**config.mk**
```make
export PLATFORM = sky130hd
export DESIGN_NAME = us_round_framer
export DESIGN_NICKNAME = d
export VERILOG_FILES = /design/src/source/us_packer_pkg.sv /design/src/source/us_round_framer.sv
export SDC_FILE = /design/constraint.sdc
export NUM_CORES = 1
export LEC_CHECK = 0
export BUFFER_PORTS_ARGS = -buffer_cell sky130_fd_sc_hd__buf_4
export CORE_MARGIN = 2
export CORE_UTILIZATION = 52
export DETAILED_ROUTE_END_ITERATION = 12
export GPL_ROUTABILITY_DRIVEN = 1
export PLACE_DENSITY = 0.9
export SLEW_MARGIN = 20
export SYNTH_ARGS = -nofsm -noshare
export SYNTH_HDL_FRONTEND = slang
export SYNTH_SLANG_ARGS = --single-unit
```
**constraint.sdc**
```tcl
create_clock -name clk -period 3.9 [get_ports clk]
set_input_delay 0 -clock clk [delete_from_list [all_inputs] [get_ports clk]]
set_output_delay 0 -clock clk [all_outputs]
set_load 0.03 [all_outputs]
```
**src/source/us_packer_pkg.sv**
```systemverilog
// Widths, buffer word layout and frame constants; FRAME_WORDS assumes at most four receivers
package us_packer_pkg;

  typedef logic [23:0] sample_t;    // One receiver I/Q word
  typedef logic [25:0] buf_word_t;  // {eor, mic, sample}
  typedef logic [9:0]  fill_t;      // 0 to BUF_DEPTH
  typedef logic [31:0] seq_t;
  typedef logic [10:0] tx_len_t;

  localparam int BUF_DEPTH = 512;
  localparam int BUF_AW    = $clog2(BUF_DEPTH);

  // Tag bits above the sample in buf_word_t
  localparam int MIC_BIT = 24;
  localparam int EOR_BIT = 25;

  // Worst case is four receivers, 36 rounds per subframe
  localparam int FRAME_WORDS = 288;

  localparam int SUBFRAME_BYTES = 512;
  localparam int SUB_AW         = $clog2(SUBFRAME_BYTES);

  localparam tx_len_t DATA_LEN = 11'd1032;
  localparam tx_len_t DISC_LEN = 11'd60;

  localparam logic [7:0] FW_VERSION = 8'h48;
  localparam logic [7:0] BOARD_ID   = 8'h06;

  typedef enum logic [3:0] {
    IDLE,
    DISC_REQ,   // Waiting for grant of a discovery reply
    DISC_BODY,
    DATA_REQ,   // Waiting for grant of a data frame
    DATA_HDR,
    SYNC_RESP,  // 7F 7F 7F plus response word
    RX_BYTES,
    MIC_BYTES,
    PAD
  } pack_state_t;

endpackage

```
**src/source/us_round_framer.sv**
```systemverilog
// Tags samples with round position; nr_rx must stay fixed while run is high, index restarts on run low
module us_round_framer (
  input  logic                     clk,
  input  logic                     discover_rst,
  input  logic                     run,
  input  logic [1:0]               nr_rx,
  input  logic                     in_valid,
  input  us_packer_pkg::sample_t   in_data,
  input  logic                     in_mic,
  output logic                     in_ready,
  output logic                     wr_en,
  output us_packer_pkg::buf_word_t wr_data,
  input  logic                     credit_ret
);

  logic                 take;
  logic                 last_rx;
  logic [1:0]           rx_idx;
  us_packer_pkg::fill_t credits;
  us_packer_pkg::fill_t credits_nx;

  assign take    = in_valid & in_ready;
  assign last_rx = (rx_idx == nr_rx);

  // One credit per buffer slot
  always_comb begin
    credits_nx = credits;
    if (take && !credit_ret) begin
      credits_nx = credits - us_packer_pkg::fill_t'(1);
    end else if (credit_ret && !take) begin
      credits_nx = credits + us_packer_pkg::fill_t'(1);
    end
  end

  always_ff @(posedge clk) begin
    if (discover_rst) begin
      credits  <= us_packer_pkg::fill_t'(us_packer_pkg::BUF_DEPTH);
      in_ready <= 1'b0;
      wr_en    <= 1'b0;
      rx_idx   <= 2'd0;
    end else begin
      credits  <= credits_nx;
      in_ready <= (credits_nx != '0);  // Tracks credits exactly
      wr_en    <= take;
      if (!run) begin
        rx_idx <= 2'd0;
      end else if (take) begin
        rx_idx <= last_rx ? 2'd0 : rx_idx + 2'd1;
      end
    end
  end

  // Layout must match MIC_BIT and EOR_BIT
  always_ff @(posedge clk) begin
    if (take) begin
      wr_data <= {last_rx, in_mic, in_data};
    end
  end

  // Buffer must return no more credits than were spent
  a_credit_range: assert property (@(posedge clk) disable iff (discover_rst)
    credits <= us_packer_pkg::fill_t'(us_packer_pkg::BUF_DEPTH))
    else $error("framer credit count out of range: %0d", credits);

  // A credit in flight means an entry was written earlier
  a_credit_after_write: assert property (@(posedge clk) disable iff (discover_rst)
    credit_ret |-> credits != us_packer_pkg::fill_t'(us_packer_pkg::BUF_DEPTH))
    else $error("credit returned with all credits held");

endmodule

```
==> impl_metrics.ini <==
[finish]
num_antenna_cells = 0
area_delta_synth_final_pct = 47.9
nets = 258
drive_gt1_frac = 0.333
layout_common_cells = 59 x buf_4, 27 x dlygate4sd3_1, 26 x edfxtp_1, 14 x dfxtp_1, 13 x nor2_1
final_cell_area_mm2 = 0.00252
mostFrequentLayoutCell = buf_4
fin_cells = 269

[timing]
min_period_ps = 2140
finalMaxSlewViolations = 0
hold_viol_final = 0
rsz0062_at_grt = no
setup_violations = 0
max_freq_ghz = 0.467
relSlewSlack = 0.319
finClkSkew_ps = 16.4
setup_tns_ps = 0
max_slew.worst_pin.slew_ps = 1020
post-route-period-util = 0.549

[synthesis]
syn_inst = 136
ys_types = 46
postSynthAreaPerCell_um2 = 12.5
yosys_warnings = 0
synthArstFlopShare = 0
syn_nets = 170
yosysSeqAreaShare = 0.623
synth_seq_cells = 40
synth-edff-count = 26
synth_ff_type = edfxtp_1
netlist_area_mm2 = 0.00170

[outcome]
status = complete, no violations

[power_and_ir_drop]
netSwitchingFraction = 0.264
p_per_area_mw_per_mm2 = 375
p_comb_frac = 0.185
ir_worst_vdd_mv = 0.401
power_leakage_nw = 1.02
seq_power_share = 0.526
switchingPower_uw = 249
intPower_uw = 695
pwr-share-clk = 0.288

[cts]
hold_buffers = 27
post-cts-setup-buffers = 0
cts_inserted_buffers = 5
cts.path.max_buffers = 2
cts_resized = 0
tritoncts = done
clkTransAtPathRegs_ps = 130
h-tree-depth = 2
insertion_delay_ps = 350
clock_sinks = 40
clockRootBuffer = clkbuf_4

[place]
gp_congestion = 0.885
port_buffers = 59
dp_hpwl_um = 2850
postPlaceCellArea_mm2 = 0.00217
dpl.cell_count = 234

[routing]
first_iter_violations = 85
drc = 0
first_pass_iters = 5
drtAntennaViolNets = 0
viasPerCell = 5.81
dr_total_vias = 1564
wl_um = 4870
wl_per_cell_um = 18.1

[grt]
grt_max_degree = 27
grt_pass1_vias = 1486
grt_busiest_layer = met2
met3_usage = 0.0483
grt_antenna_before_repair = 0
grt_overflow = 0
grt_first_pass_wirelength_um = 7160
use_met1 = 0.369
grt_usage = 0.269
use_met2 = 0.435

[die]
ioPinCount = 60
start_util = 0.553
die_area_mm2 = 0.00375
die_y_um = 61.2
core-area_mm2 = 0.00308
rows = 20
die_x_um = 61.2

[min_path]
hold_class = in2reg

[critical_path]
cp-end-kind = flip-flop
critical_path_class = reg2reg
critPathLaunchType = flip-flop
arrival_ps = 2380
crit_required_ps = 4140
cp_max_fo = 9

[flow_run]
maxCapViolCount = 0
-- final cells by class --
class                   count  area (um^2)
clock buffers               6         41.3
clock inverters             2         35.0
fillers                   152          559
inverters                   5         18.8
multi-input cells          86          594
flip-flops and latches     40         1060
well taps                  44         55.1
repair buffers             86          713
-- synthesized netlist by cell type (all sizes together) (2+ instances only) --
master | number | area share
o21ai | 6 | 0.018
nor2b | 3 | 0.011
xor2 | 6 | 0.031
nor2 | 13 | 0.029
and3b | 4 | 0.021
or3 | 2 | 0.0081
nand4 | 3 | 0.011
a21bo | 2 | 0.012
nor3 | 3 | 0.0088
edfxtp | 26 | 0.46
nand2 | 4 | 0.0088
dfxtp | 14 | 0.16
o211ai | 2 | 0.0088
inv | 5 | 0.011
nand3 | 3 | 0.0088
nor4 | 3 | 0.015
nand3b | 4 | 0.018
clkbuf | 2 | 0.0044
a21oi | 3 | 0.0088
or4 | 3 | 0.015
ha | 2 | 0.015
buf | 3 | 0.012
xnor2 | 2 | 0.010
-- final timing paths --
kind / from / end / slack [ps] / cells after the start
worst max-delay path: credits[1] / in_ready / 1760 / 7
worst min-delay path: in_valid / wr_en / 40 / 3
worst min register to register: rx_idx[1] / rx_idx[1] / 550 / 2
worst max register to register: credits[1] / in_ready / 1760 / 7
-- layer usage --
metal / vias to the layer above / wire [um]
met1: 721 / 1960
met5: - / 0
li1: 686 / -
met3: 13 / 585
met4: 0 / 114
met2: 144 / 2200
-- state kept, by name, indices dropped and copies added, names as in the netlist --
signal,cells
rx_idx,2
in_ready,1
wr_data,26
credits,10
wr_en,1
-- kinds of logic (layout without fill, tap and decap cells) --
kind of cell,count (synthesis),in the layout,share of synthesized area
compound gates,22,22,0.0933
buf+inv,10,99,0.0279
flops,40,40,0.623
simple gates,53,53,0.194
mux,1,1,0.00588
fa+ha+maj,2,2,0.0147
xor+xnor,8,8,0.0411
-- power groups by stage --
stage,logic (mW),registers [mW],clock network (mW)
detailed placement,0.147,0.504,0
global route,0.185,0.499,0.292
floorplan,0.0707,0.521,0
global placement,0.142,0.502,0
CTS,0.170,0.494,0.269
finish,0.175,0.497,0.272
-- worst max-delay path: stages (launching register included) --
cell,delay (ps)
dfxtp_1,510
inv_1,80
ha_1,220
nand4b_1,180
nor3_1,100
or3_2,490
a221oi_1,320
a41oi_2,150
-- per-stage QoR --
stage               hold WS [ps]  worst slack [ps]   util  power, mW
floorplan                   98.9              1980      -      0.591
global placement             178              1890  0.706      0.645
detailed placement           180              1780  0.706      0.651
CTS                         9.91              1790  0.818      0.934
global route                34.2              1570  0.818      0.977
finish                      41.2              1760  0.818      0.944
No activity file was read; power rests on OpenSTA's default activity.
