`src/source/us_packer_pkg.sv`:
```
// Widths, buffer word layout and frame constants; FRAME_WORDS assumes at most four receivers
package us_packer_pkg;

  typedef logic [23:0] sample_t;    // One receiver I/Q word
  typedef logic [25:0] buf_word_t;  // {eor, mic, sample}
  typedef logic [9:0]  fill_t;      // 0 to BUF_DEPTH
  typedef logic [31:0] seq_t;
  typedef logic [10:0] tx_len_t;

  localparam int BUF_DEPTH = 512;
  localparam int BUF_AW    = $clog2(BUF_DEPTH);

  // Tag bits above the sample in buf_word_t
  localparam int MIC_BIT = 24;
  localparam int EOR_BIT = 25;

  // Worst case is four receivers, 36 rounds per subframe
  localparam int FRAME_WORDS = 288;

  localparam int SUBFRAME_BYTES = 512;
  localparam int SUB_AW         = $clog2(SUBFRAME_BYTES);

  localparam tx_len_t DATA_LEN = 11'd1032;
  localparam tx_len_t DISC_LEN = 11'd60;

  localparam logic [7:0] FW_VERSION = 8'h48;
  localparam logic [7:0] BOARD_ID   = 8'h06;

  typedef enum logic [3:0] {
    IDLE,
    DISC_REQ,   // Waiting for grant of a discovery reply
    DISC_BODY,
    DATA_REQ,   // Waiting for grant of a data frame
    DATA_HDR,
    SYNC_RESP,  // 7F 7F 7F plus response word
    RX_BYTES,
    MIC_BYTES,
    PAD
  } pack_state_t;

endpackage

```
`src/source/us_frame_packer.sv`:
```
// Serializes discovery replies and 1032-byte data frames; data starts only with a full frame buffered
module us_frame_packer (
  input  logic                     clk,
  input  logic                     discover_rst,
  input  logic                     run,
  input  logic [47:0]              mac,
  input  logic                     discover_rqst,
  input  us_packer_pkg::buf_word_t rd_data,
  input  us_packer_pkg::fill_t     fill,
  output logic                     rd_en,
  input  logic [39:0]              resp,
  output logic                     resp_rqst,
  output logic                     tx_request,
  input  logic                     tx_enable,
  output us_packer_pkg::tx_len_t   tx_length,
  output logic [7:0]               tx_data,
  output logic                     tx_valid
);

  us_packer_pkg::pack_state_t state;
  us_packer_pkg::pack_state_t state_nx;

  us_packer_pkg::tx_len_t cnt;  // Bytes left after the current one
  us_packer_pkg::tx_len_t cnt_nx;
  us_packer_pkg::tx_len_t len_nx;
  us_packer_pkg::seq_t    seq;
  us_packer_pkg::sample_t head_smp;

  logic [1:0] sub_sel;  // Byte within a sample or mic pair
  logic [1:0] sub_sel_nx;
  logic [4:0] round_bytes;
  logic [4:0] round_nx;
  logic       mic_q;
  logic       mic_nx;
  logic [7:0] byte_nx;
  logic       valid_nx;
  logic       resp_toggle;
  logic       seq_inc;
  logic       disc_pend;
  logic       disc_take;
  logic [5:0] disc_idx;
  logic [2:0] hdr_idx;
  logic       more_sub;

  logic [us_packer_pkg::SUB_AW-1:0] sub_left;
  logic [us_packer_pkg::SUB_AW-1:0] sub_idx;

  assign head_smp = rd_data[us_packer_pkg::MIC_BIT-1:0];
  assign disc_idx = 6'(us_packer_pkg::DISC_LEN - us_packer_pkg::tx_len_t'(1) - cnt);
  assign hdr_idx  = 3'(us_packer_pkg::DATA_LEN - us_packer_pkg::tx_len_t'(1) - cnt);
  assign sub_left = cnt[us_packer_pkg::SUB_AW-1:0];
  assign more_sub = cnt[us_packer_pkg::SUB_AW];  // Second subframe still ahead
  assign sub_idx  = us_packer_pkg::SUB_AW'(us_packer_pkg::SUBFRAME_BYTES - 1) - sub_left;

  assign tx_request = (state == us_packer_pkg::DISC_REQ) || (state == us_packer_pkg::DATA_REQ);

  always_comb begin
    state_nx    = state;
    cnt_nx      = cnt - us_packer_pkg::tx_len_t'(1);
    len_nx      = tx_length;
    sub_sel_nx  = sub_sel;
    round_nx    = round_bytes;
    mic_nx      = mic_q;
    byte_nx     = 8'h00;
    valid_nx    = 1'b1;
    resp_toggle = 1'b0;
    seq_inc     = 1'b0;
    disc_take   = 1'b0;
    rd_en       = 1'b0;

    case (state)
      us_packer_pkg::IDLE: begin
        valid_nx = 1'b0;
        cnt_nx   = cnt;
        if (disc_pend) begin  // Discovery wins over data
          state_nx  = us_packer_pkg::DISC_REQ;
          len_nx    = us_packer_pkg::DISC_LEN;
          disc_take = 1'b1;
        end else if (run && fill >= us_packer_pkg::fill_t'(us_packer_pkg::FRAME_WORDS)) begin
          state_nx = us_packer_pkg::DATA_REQ;
          len_nx   = us_packer_pkg::DATA_LEN;
        end
      end

      us_packer_pkg::DISC_REQ: begin
        cnt_nx   = us_packer_pkg::DISC_LEN - us_packer_pkg::tx_len_t'(2);
        byte_nx  = 8'hef;
        valid_nx = tx_enable;
        if (tx_enable) begin
          state_nx = us_packer_pkg::DISC_BODY;
        end
      end

      us_packer_pkg::DISC_BODY: begin
        case (disc_idx)
          6'd1:    byte_nx = 8'hfe;
          6'd2:    byte_nx = run ? 8'h03 : 8'h02;
          6'd3:    byte_nx = mac[47:40];
          6'd4:    byte_nx = mac[39:32];
          6'd5:    byte_nx = mac[31:24];
          6'd6:    byte_nx = mac[23:16];
          6'd7:    byte_nx = mac[15:8];
          6'd8:    byte_nx = mac[7:0];
          6'd9:    byte_nx = us_packer_pkg::FW_VERSION;
          6'd10:   byte_nx = us_packer_pkg::BOARD_ID;
          default: byte_nx = 8'h00;
        endcase
        if (cnt == '0) begin
          state_nx = us_packer_pkg::IDLE;
        end
      end

      us_packer_pkg::DATA_REQ: begin
        cnt_nx   = us_packer_pkg::DATA_LEN - us_packer_pkg::tx_len_t'(2);
        byte_nx  = 8'hef;
        valid_nx = tx_enable;
        if (tx_enable) begin
          state_nx = us_packer_pkg::DATA_HDR;
        end
      end

      us_packer_pkg::DATA_HDR: begin
        case (hdr_idx)
          3'd1:    byte_nx = 8'hfe;
          3'd2:    byte_nx = 8'h01;
          3'd3:    byte_nx = 8'h06;
          3'd4:    byte_nx = seq[31:24];
          3'd5:    byte_nx = seq[23:16];
          3'd6:    byte_nx = seq[15:8];
          3'd7:    byte_nx = seq[7:0];
          default: byte_nx = 8'h00;
        endcase
        if (hdr_idx == 3'd7) begin
          state_nx = us_packer_pkg::SYNC_RESP;
        end
      end

      us_packer_pkg::SYNC_RESP: begin
        round_nx = 5'd0;
        case (sub_idx)
          9'd0, 9'd1, 9'd2: byte_nx = 8'h7f;
          9'd3:    byte_nx = resp[39:32];
          9'd4:    byte_nx = resp[31:24];
          9'd5:    byte_nx = resp[23:16];
          9'd6:    byte_nx = resp[15:8];
          9'd7:    byte_nx = resp[7:0];
          default: byte_nx = 8'h00;
        endcase
        if (sub_idx == 9'd7) begin
          resp_toggle = 1'b1;
          sub_sel_nx  = 2'd0;
          state_nx    = us_packer_pkg::RX_BYTES;
        end
      end

      us_packer_pkg::RX_BYTES: begin
        round_nx = round_bytes + 5'd1;
        case (sub_sel)
          2'd0: begin
            byte_nx = head_smp[23:16];
            if (round_bytes == 5'd0) begin
              mic_nx = rd_data[us_packer_pkg::MIC_BIT];  // Mic bit of first sample
            end
          end
          2'd1:    byte_nx = head_smp[15:8];
          default: byte_nx = head_smp[7:0];
        endcase
        if (sub_sel == 2'd2) begin
          rd_en      = 1'b1;
          sub_sel_nx = 2'd0;
          if (rd_data[us_packer_pkg::EOR_BIT]) begin
            state_nx = us_packer_pkg::MIC_BYTES;
          end
        end else begin
          sub_sel_nx = sub_sel + 2'd1;
        end
      end

      us_packer_pkg::MIC_BYTES: begin
        if (sub_sel == 2'd0) begin
          byte_nx    = 8'h00;
          round_nx   = round_bytes + 5'd1;
          sub_sel_nx = 2'd1;
        end else begin
          byte_nx    = {7'd0, mic_q};
          round_nx   = 5'd0;
          sub_sel_nx = 2'd0;
          // Room for another round of the same length?
          if (sub_left > {4'd0, round_bytes}) begin
            state_nx = us_packer_pkg::RX_BYTES;
          end else begin
            state_nx = us_packer_pkg::PAD;
          end
        end
      end

      us_packer_pkg::PAD: byte_nx = 8'h00;

      default: state_nx = us_packer_pkg::IDLE;
    endcase

    // Subframe boundary
    if ((state inside {us_packer_pkg::RX_BYTES, us_packer_pkg::MIC_BYTES, us_packer_pkg::PAD})
        && sub_left == '0) begin
      state_nx   = more_sub ? us_packer_pkg::SYNC_RESP : us_packer_pkg::IDLE;
      sub_sel_nx = 2'd0;
      seq_inc    = !more_sub;
    end
  end

  always_ff @(posedge clk) begin
    if (discover_rst) begin
      state       <= us_packer_pkg::IDLE;
      cnt         <= '0;
      sub_sel     <= 2'd0;
      round_bytes <= 5'd0;
      tx_valid    <= 1'b0;
      tx_length   <= '0;
      resp_rqst   <= 1'b0;
      disc_pend   <= 1'b0;
    end else begin
      state       <= state_nx;
      cnt         <= cnt_nx;
      sub_sel     <= sub_sel_nx;
      round_bytes <= round_nx;
      tx_valid    <= valid_nx;
      tx_length   <= len_nx;
      if (resp_toggle) begin
        resp_rqst <= ~resp_rqst;
      end
      if (discover_rqst) begin
        disc_pend <= 1'b1;
      end else if (disc_take) begin
        disc_pend <= 1'b0;
      end
    end
  end

  always_ff @(posedge clk) begin
    tx_data <= byte_nx;
    mic_q   <= mic_nx;
  end

  always_ff @(posedge clk) begin
    if (discover_rst || !run) begin
      seq <= '0;
    end else if (seq_inc) begin
      seq <= seq + 32'd1;
    end
  end

  // Bytes flow only after a grant and stay contiguous to the end of the frame
  a_tx_in_frame: assert property (@(posedge clk) disable iff (discover_rst)
    tx_valid |-> !tx_request && ($past(tx_valid) || $past(tx_request && tx_enable)))
    else $error("tx_valid outside a granted frame");

endmodule

```
`config.mk`:
```
export PLATFORM = sky130hd
export DESIGN_NAME = us_frame_packer
export DESIGN_NICKNAME = d
export VERILOG_FILES = /design/src/source/us_packer_pkg.sv /design/src/source/us_frame_packer.sv
export SDC_FILE = /design/constraint.sdc
export NUM_CORES = 1
export LEC_CHECK = 0
export BUFFER_PORTS_ARGS = -buffer_cell sky130_fd_sc_hd__buf_2
export CAP_MARGIN = 40
export CORE_AREA = 2 2 110 122
export DETAILED_ROUTE_END_ITERATION = 16
export DIE_AREA = 0 0 112 124
export PLACE_DENSITY = 0.62
export SLEW_MARGIN = 0
export SYNTH_ARGS = -nofsm -noshare
export SYNTH_HDL_FRONTEND = slang
export SYNTH_SLANG_ARGS = --single-unit
```
`constraint.sdc`:
```
create_clock -name clk -period 6 [get_ports clk]
set_input_delay 1.2 -clock clk [delete_from_list [all_inputs] [get_ports clk]]
set_output_delay 1.2 -clock clk [all_outputs]
set_load 0.01 [all_outputs]
```
==> run summary <==
- **endpoints failing hold** 0
- **number of antenna violations at the first check in global routing** 0
- **detailed placer's ending HPWL** 12100 um
- **area growth from synthesis to layout** 22.3%
- **Initial DRT Pass Iterations** 6
- **clock tree from TritonCTS** built
- **final count of negative-setup-slack endpoints** 0
- **number of distinct standard cells referenced by the synthesized netlist** 62
- **kind of cell adding the most delay to the critical path** simple AND/OR/NAND/NOR gates
- **effective utilization at floorplan** 0.374
- **vias after detailed routing** 5239
- **setup repair after global routing missed its margin** false
- **number of vias per cell after detailed routing** 5.89
- **fin crit period** 3.32 ns
- **Required @ worst endpoint** 6.25 ns
- **startpoint kind of the worst setup timing path** flop
- **number of placement rows** 43
- **number of buffers inserted by port buffering** 140
- **highest ir drop seen on vdd** 0.149 mV
- **largest net degree at the start of global routing** 42
- **clock slew at reported path FFs** 0.05 ns
- **Diodes inserted** 0
- **met3 WL** 1010 um
- **Buf/Inv on CP** 3
- **post-detailed-placement cell area** 0.00547 mm^2
- **count of mapped cells out of synthesis** 619
- **proportion of power drawn by the clock network** 0.261
- **final antenna-violating net count** 0
- **Setup CP Type** flop to flop
- **portion of the clock cycle consumed by the worst path in the final layout** 0.554
- **result of the run** finished, final reports clean
- **worst min-delay path class** flop to flop
- **proportion of power drawn by flip-flops and latches** 0.303
- **Met2 Wirelength** 7880 um
- **Final Core Density** 0.457
- **global routing usage summed across all routing layers** 0.223
- **Syn Std Cell Area** 0.00470 mm^2
- **register bit count reported by yosys** 69
- **Slew HR** 0.410
- **Final Slew Violations** 0
- **fraction of registers with async set or reset after synthesis** 0
- **internal power** 1.19 mW
- **overall die height** 124 um
- **Remaining DRCs** 0
- **Syn. warnings** 0
- **pin slew with the least headroom to its limit** 0.885 ns
- **Num CTS Buffers** 9
- **Primary FF master, synth** sky130_fd_sc_hd__dfxtp_1
- **crit end category** flop
- **max layer used** met4
- **length of routed wiring on met1** 6870 um
- **highest clock frequency the design can meet** 301 MHz
- **Avg WL per Cell** 18.1 um
- **Static Leak** 2.19 nW
- **routability-driven placement congestion ratio** 0.867
- **sum of negative setup slack** 0 ns
- **Mapped Avg Cell Area** 7.60 um^2
- **worst setup skew after layout** 0.0118 ns
- **overall die width** 112 um
- **CP Cell Sequence** inv_1 -> ha_1 -> buf_8 -> or3b_2 -> a2111oi_4 -> buf_6 -> nand3_2 -> or3_1 -> a21oi_1
- **NetSw** 0.824 mW
- **post-layout instance area** 0.00575 mm^2
- **Num Clock Sinks** 69
- **areal power density over the cells** 350 mW/mm^2
- **highest net fanout along the worst path** 22
- **layout cells sized above 1** 0.245
- **switching share of power** 0.409
- **maximum capacitance violations** 0
- **CTS hold repair buffers** 0
- **area inside the core boundary** 0.0126 mm^2
- **die footprint** 0.0139 mm^2
- **overall overflow remaining after global route** 0
- **root cell of the clock tree** sky130_fd_sc_hd__clkbuf_16
- **wire length of the first global-routing pass** 24600 um
- **post-cts resize count** 0
- **number of global-route vias before repair** 4786
- **DRT iter0 DRCs** 404
- **arrival time of the worst setup path** 3.58 ns
- **net count reported at finish** 872
- **routed wire length** 16100 um
- **Skew-Pair Late Insertion Delay** 0.34 ns
- **Seq/Total Area, Yosys** 0.296
- **crit-path max cell delay** 0.53 ns
- **# Post-CTS Setup Buffers** 0
- **worst-path cell with the longest stage delay** sky130_fd_sc_hd__or3b_2
- **EDFF count, synth** 1
- **final total power** 2.02 mW
- **power share of the combinational group** 0.436
- **Bufs on Longest Clock Path** 2
- **final hold slack** 0.483 ns
- **num ports** 152
- **H-tree levels** 3
==> flip-flops by register name, indices dropped and copies added, names as in the netlist <==
register,cells
resp_rqst,1
state,4
seq,32
tx_data,8
mic_q,1
sub_sel,2
tx_length,3
tx_valid,1
cnt,11
round_bytes,5
disc_pend,1
==> final timing paths <==
kind	end	slack, ns	startpoint	cells past startpoint
hold / removal	tx_length[3]$_SDFFE_PP0P_	0.48	tx_length[3]$_SDFFE_PP0P_	2
setup / recovery	seq[20]$_SDFFE_PP0P_	2.68	cnt[0]$_SDFFE_PP0P_	9
hold reg to reg	tx_length[3]$_SDFFE_PP0P_	0.48	tx_length[3]$_SDFFE_PP0P_	2
setup reg to reg	seq[20]$_SDFFE_PP0P_	2.68	cnt[0]$_SDFFE_PP0P_	9
==> cells by family (layout without fill, tap and decap cells) <==
group,after synthesis,count (layout),share of synthesized area
compound gates,191,191,0.270
xor+xnor,27,27,0.0503
mux,11,11,0.0237
flops,69,69,0.296
buf+inv,69,177,0.0625
simple gates,238,238,0.262
fa+ha+maj,13,13,0.0346
other cells,1,6,0.000797
==> layout by cell type, fill, tap and decap left out, types with 5 or more instances in the layout <==
cell                        netlist  final
sky130_fd_sc_hd__or2_2            5      5
sky130_fd_sc_hd__nand4_1         14     14
sky130_fd_sc_hd__clkbuf_16        0      9
sky130_fd_sc_hd__nand2_1         45     45
sky130_fd_sc_hd__nor2_1          64     64
sky130_fd_sc_hd__a211oi_1         7      7
sky130_fd_sc_hd__a221oi_1         9      9
sky130_fd_sc_hd__nand2b_1         9      9
sky130_fd_sc_hd__nand3_1         20     20
sky130_fd_sc_hd__dfxtp_1         68     68
sky130_fd_sc_hd__xor2_1          10     10
sky130_fd_sc_hd__nor3_1          16     16
sky130_fd_sc_hd__nor4_1           6      6
sky130_fd_sc_hd__a22oi_1         18     18
sky130_fd_sc_hd__mux2i_1         10     10
sky130_fd_sc_hd__buf_2            1    140
sky130_fd_sc_hd__a222oi_1        16     16
sky130_fd_sc_hd__o21ai_0         55     55
sky130_fd_sc_hd__conb_1           1      6
sky130_fd_sc_hd__xnor2_1         17     17
sky130_fd_sc_hd__and3_1          17     17
sky130_fd_sc_hd__a31oi_1          6      6
sky130_fd_sc_hd__ha_1            13     13
sky130_fd_sc_hd__a21oi_1         49     49
sky130_fd_sc_hd__inv_1           17     17
sky130_fd_sc_hd__or3_1           16     16
sky130_fd_sc_hd__nor2b_1          5      5
==> per-layer routing <==
| layer | up-vias | GRT usage |
|---|---|---|
| met5 | - | 0 |
| met4 | 0 | 0.0755 |
| met3 | 27 | 0.0448 |
| met2 | 208 | 0.370 |
| met1 | 2490 | 0.292 |
| li1 | 2514 | - |
==> synth_stat cells, types with 2 or more instances <==
| cell | instances | area share |
|---|---|---|
| sky130_fd_sc_hd__a211o_1 | 2 | 0.0037 |
| sky130_fd_sc_hd__a211oi_1 | 7 | 0.011 |
| sky130_fd_sc_hd__a21oi_1 | 49 | 0.052 |
| sky130_fd_sc_hd__a221o_1 | 2 | 0.0043 |
| sky130_fd_sc_hd__a221oi_1 | 9 | 0.017 |
| sky130_fd_sc_hd__a222oi_1 | 16 | 0.034 |
| sky130_fd_sc_hd__a22oi_1 | 18 | 0.029 |
| sky130_fd_sc_hd__a311oi_1 | 4 | 0.0074 |
| sky130_fd_sc_hd__a31o_2 | 2 | 0.0037 |
| sky130_fd_sc_hd__a31oi_1 | 6 | 0.0080 |
| sky130_fd_sc_hd__a32oi_1 | 2 | 0.0037 |
| sky130_fd_sc_hd__and3_1 | 17 | 0.023 |
| sky130_fd_sc_hd__buf_1 | 2 | 0.0016 |
| sky130_fd_sc_hd__buf_4 | 9 | 0.014 |
| sky130_fd_sc_hd__clkbuf_1 | 39 | 0.031 |
| sky130_fd_sc_hd__dfxtp_1 | 68 | 0.29 |
| sky130_fd_sc_hd__ha_1 | 13 | 0.035 |
| sky130_fd_sc_hd__inv_1 | 17 | 0.014 |
| sky130_fd_sc_hd__mux2i_1 | 10 | 0.021 |
| sky130_fd_sc_hd__nand2_1 | 45 | 0.036 |
| sky130_fd_sc_hd__nand2b_1 | 9 | 0.012 |
| sky130_fd_sc_hd__nand3_1 | 20 | 0.021 |
| sky130_fd_sc_hd__nand3b_1 | 4 | 0.0064 |
| sky130_fd_sc_hd__nand4_1 | 14 | 0.019 |
| sky130_fd_sc_hd__nand4_2 | 2 | 0.0053 |
| sky130_fd_sc_hd__nor2_1 | 64 | 0.051 |
| sky130_fd_sc_hd__nor2b_1 | 5 | 0.0066 |
| sky130_fd_sc_hd__nor3_1 | 16 | 0.017 |
| sky130_fd_sc_hd__nor3_2 | 4 | 0.0085 |
| sky130_fd_sc_hd__nor4_1 | 6 | 0.0080 |
| sky130_fd_sc_hd__nor4b_1 | 2 | 0.0037 |
| sky130_fd_sc_hd__o211ai_1 | 3 | 0.0048 |
| sky130_fd_sc_hd__o21ai_0 | 55 | 0.059 |
| sky130_fd_sc_hd__o221ai_1 | 4 | 0.0074 |
| sky130_fd_sc_hd__o31ai_1 | 3 | 0.0048 |
| sky130_fd_sc_hd__or2_2 | 5 | 0.0066 |
| sky130_fd_sc_hd__or3_1 | 16 | 0.021 |
| sky130_fd_sc_hd__xnor2_1 | 17 | 0.032 |
| sky130_fd_sc_hd__xor2_1 | 10 | 0.019 |
==> area by class of cell <==
class	instances	area (um^2)
flip-flops and latches	69	1390
multi-input cells	486	3040
repair buffers	146	772
well taps	157	196
clock buffers	11	253
inverters	18	67.6
clock inverters	2	35.0
fillers	1281	6840
==> power by group through the flow <==
stage	registers, mW	clock network [mW]	logic (mW)
after CTS	0.610	0.537	0.867
after floorplan	0.584	0	0.619
final	0.611	0.526	0.878
after global placement	0.616	0	0.830
after detailed placement	0.620	0	0.863
after global routing	0.621	0.556	0.979
==> tightest hold or removal path, cell delays in order, from the launching register on <==
cell                      delay, ns
sky130_fd_sc_hd__dfxtp_1       0.33
sky130_fd_sc_hd__a21oi_1       0.05
sky130_fd_sc_hd__nor2_1        0.07
==> metrics by stage <==
| stage | instances | worst slack (ns) |
|---|---|---|
| 3_3_place_gp | 872 | 2.05 |
| 5_1_grt | 889 | 2.52 |
| 6_report | 889 | 2.68 |
| 3_5_place_dp | 876 | 2.72 |
| 2_1_floorplan | 624 | 3.41 |
| 4_1_cts | 889 | 2.71 |
Power figures use the tool's default switching activity.
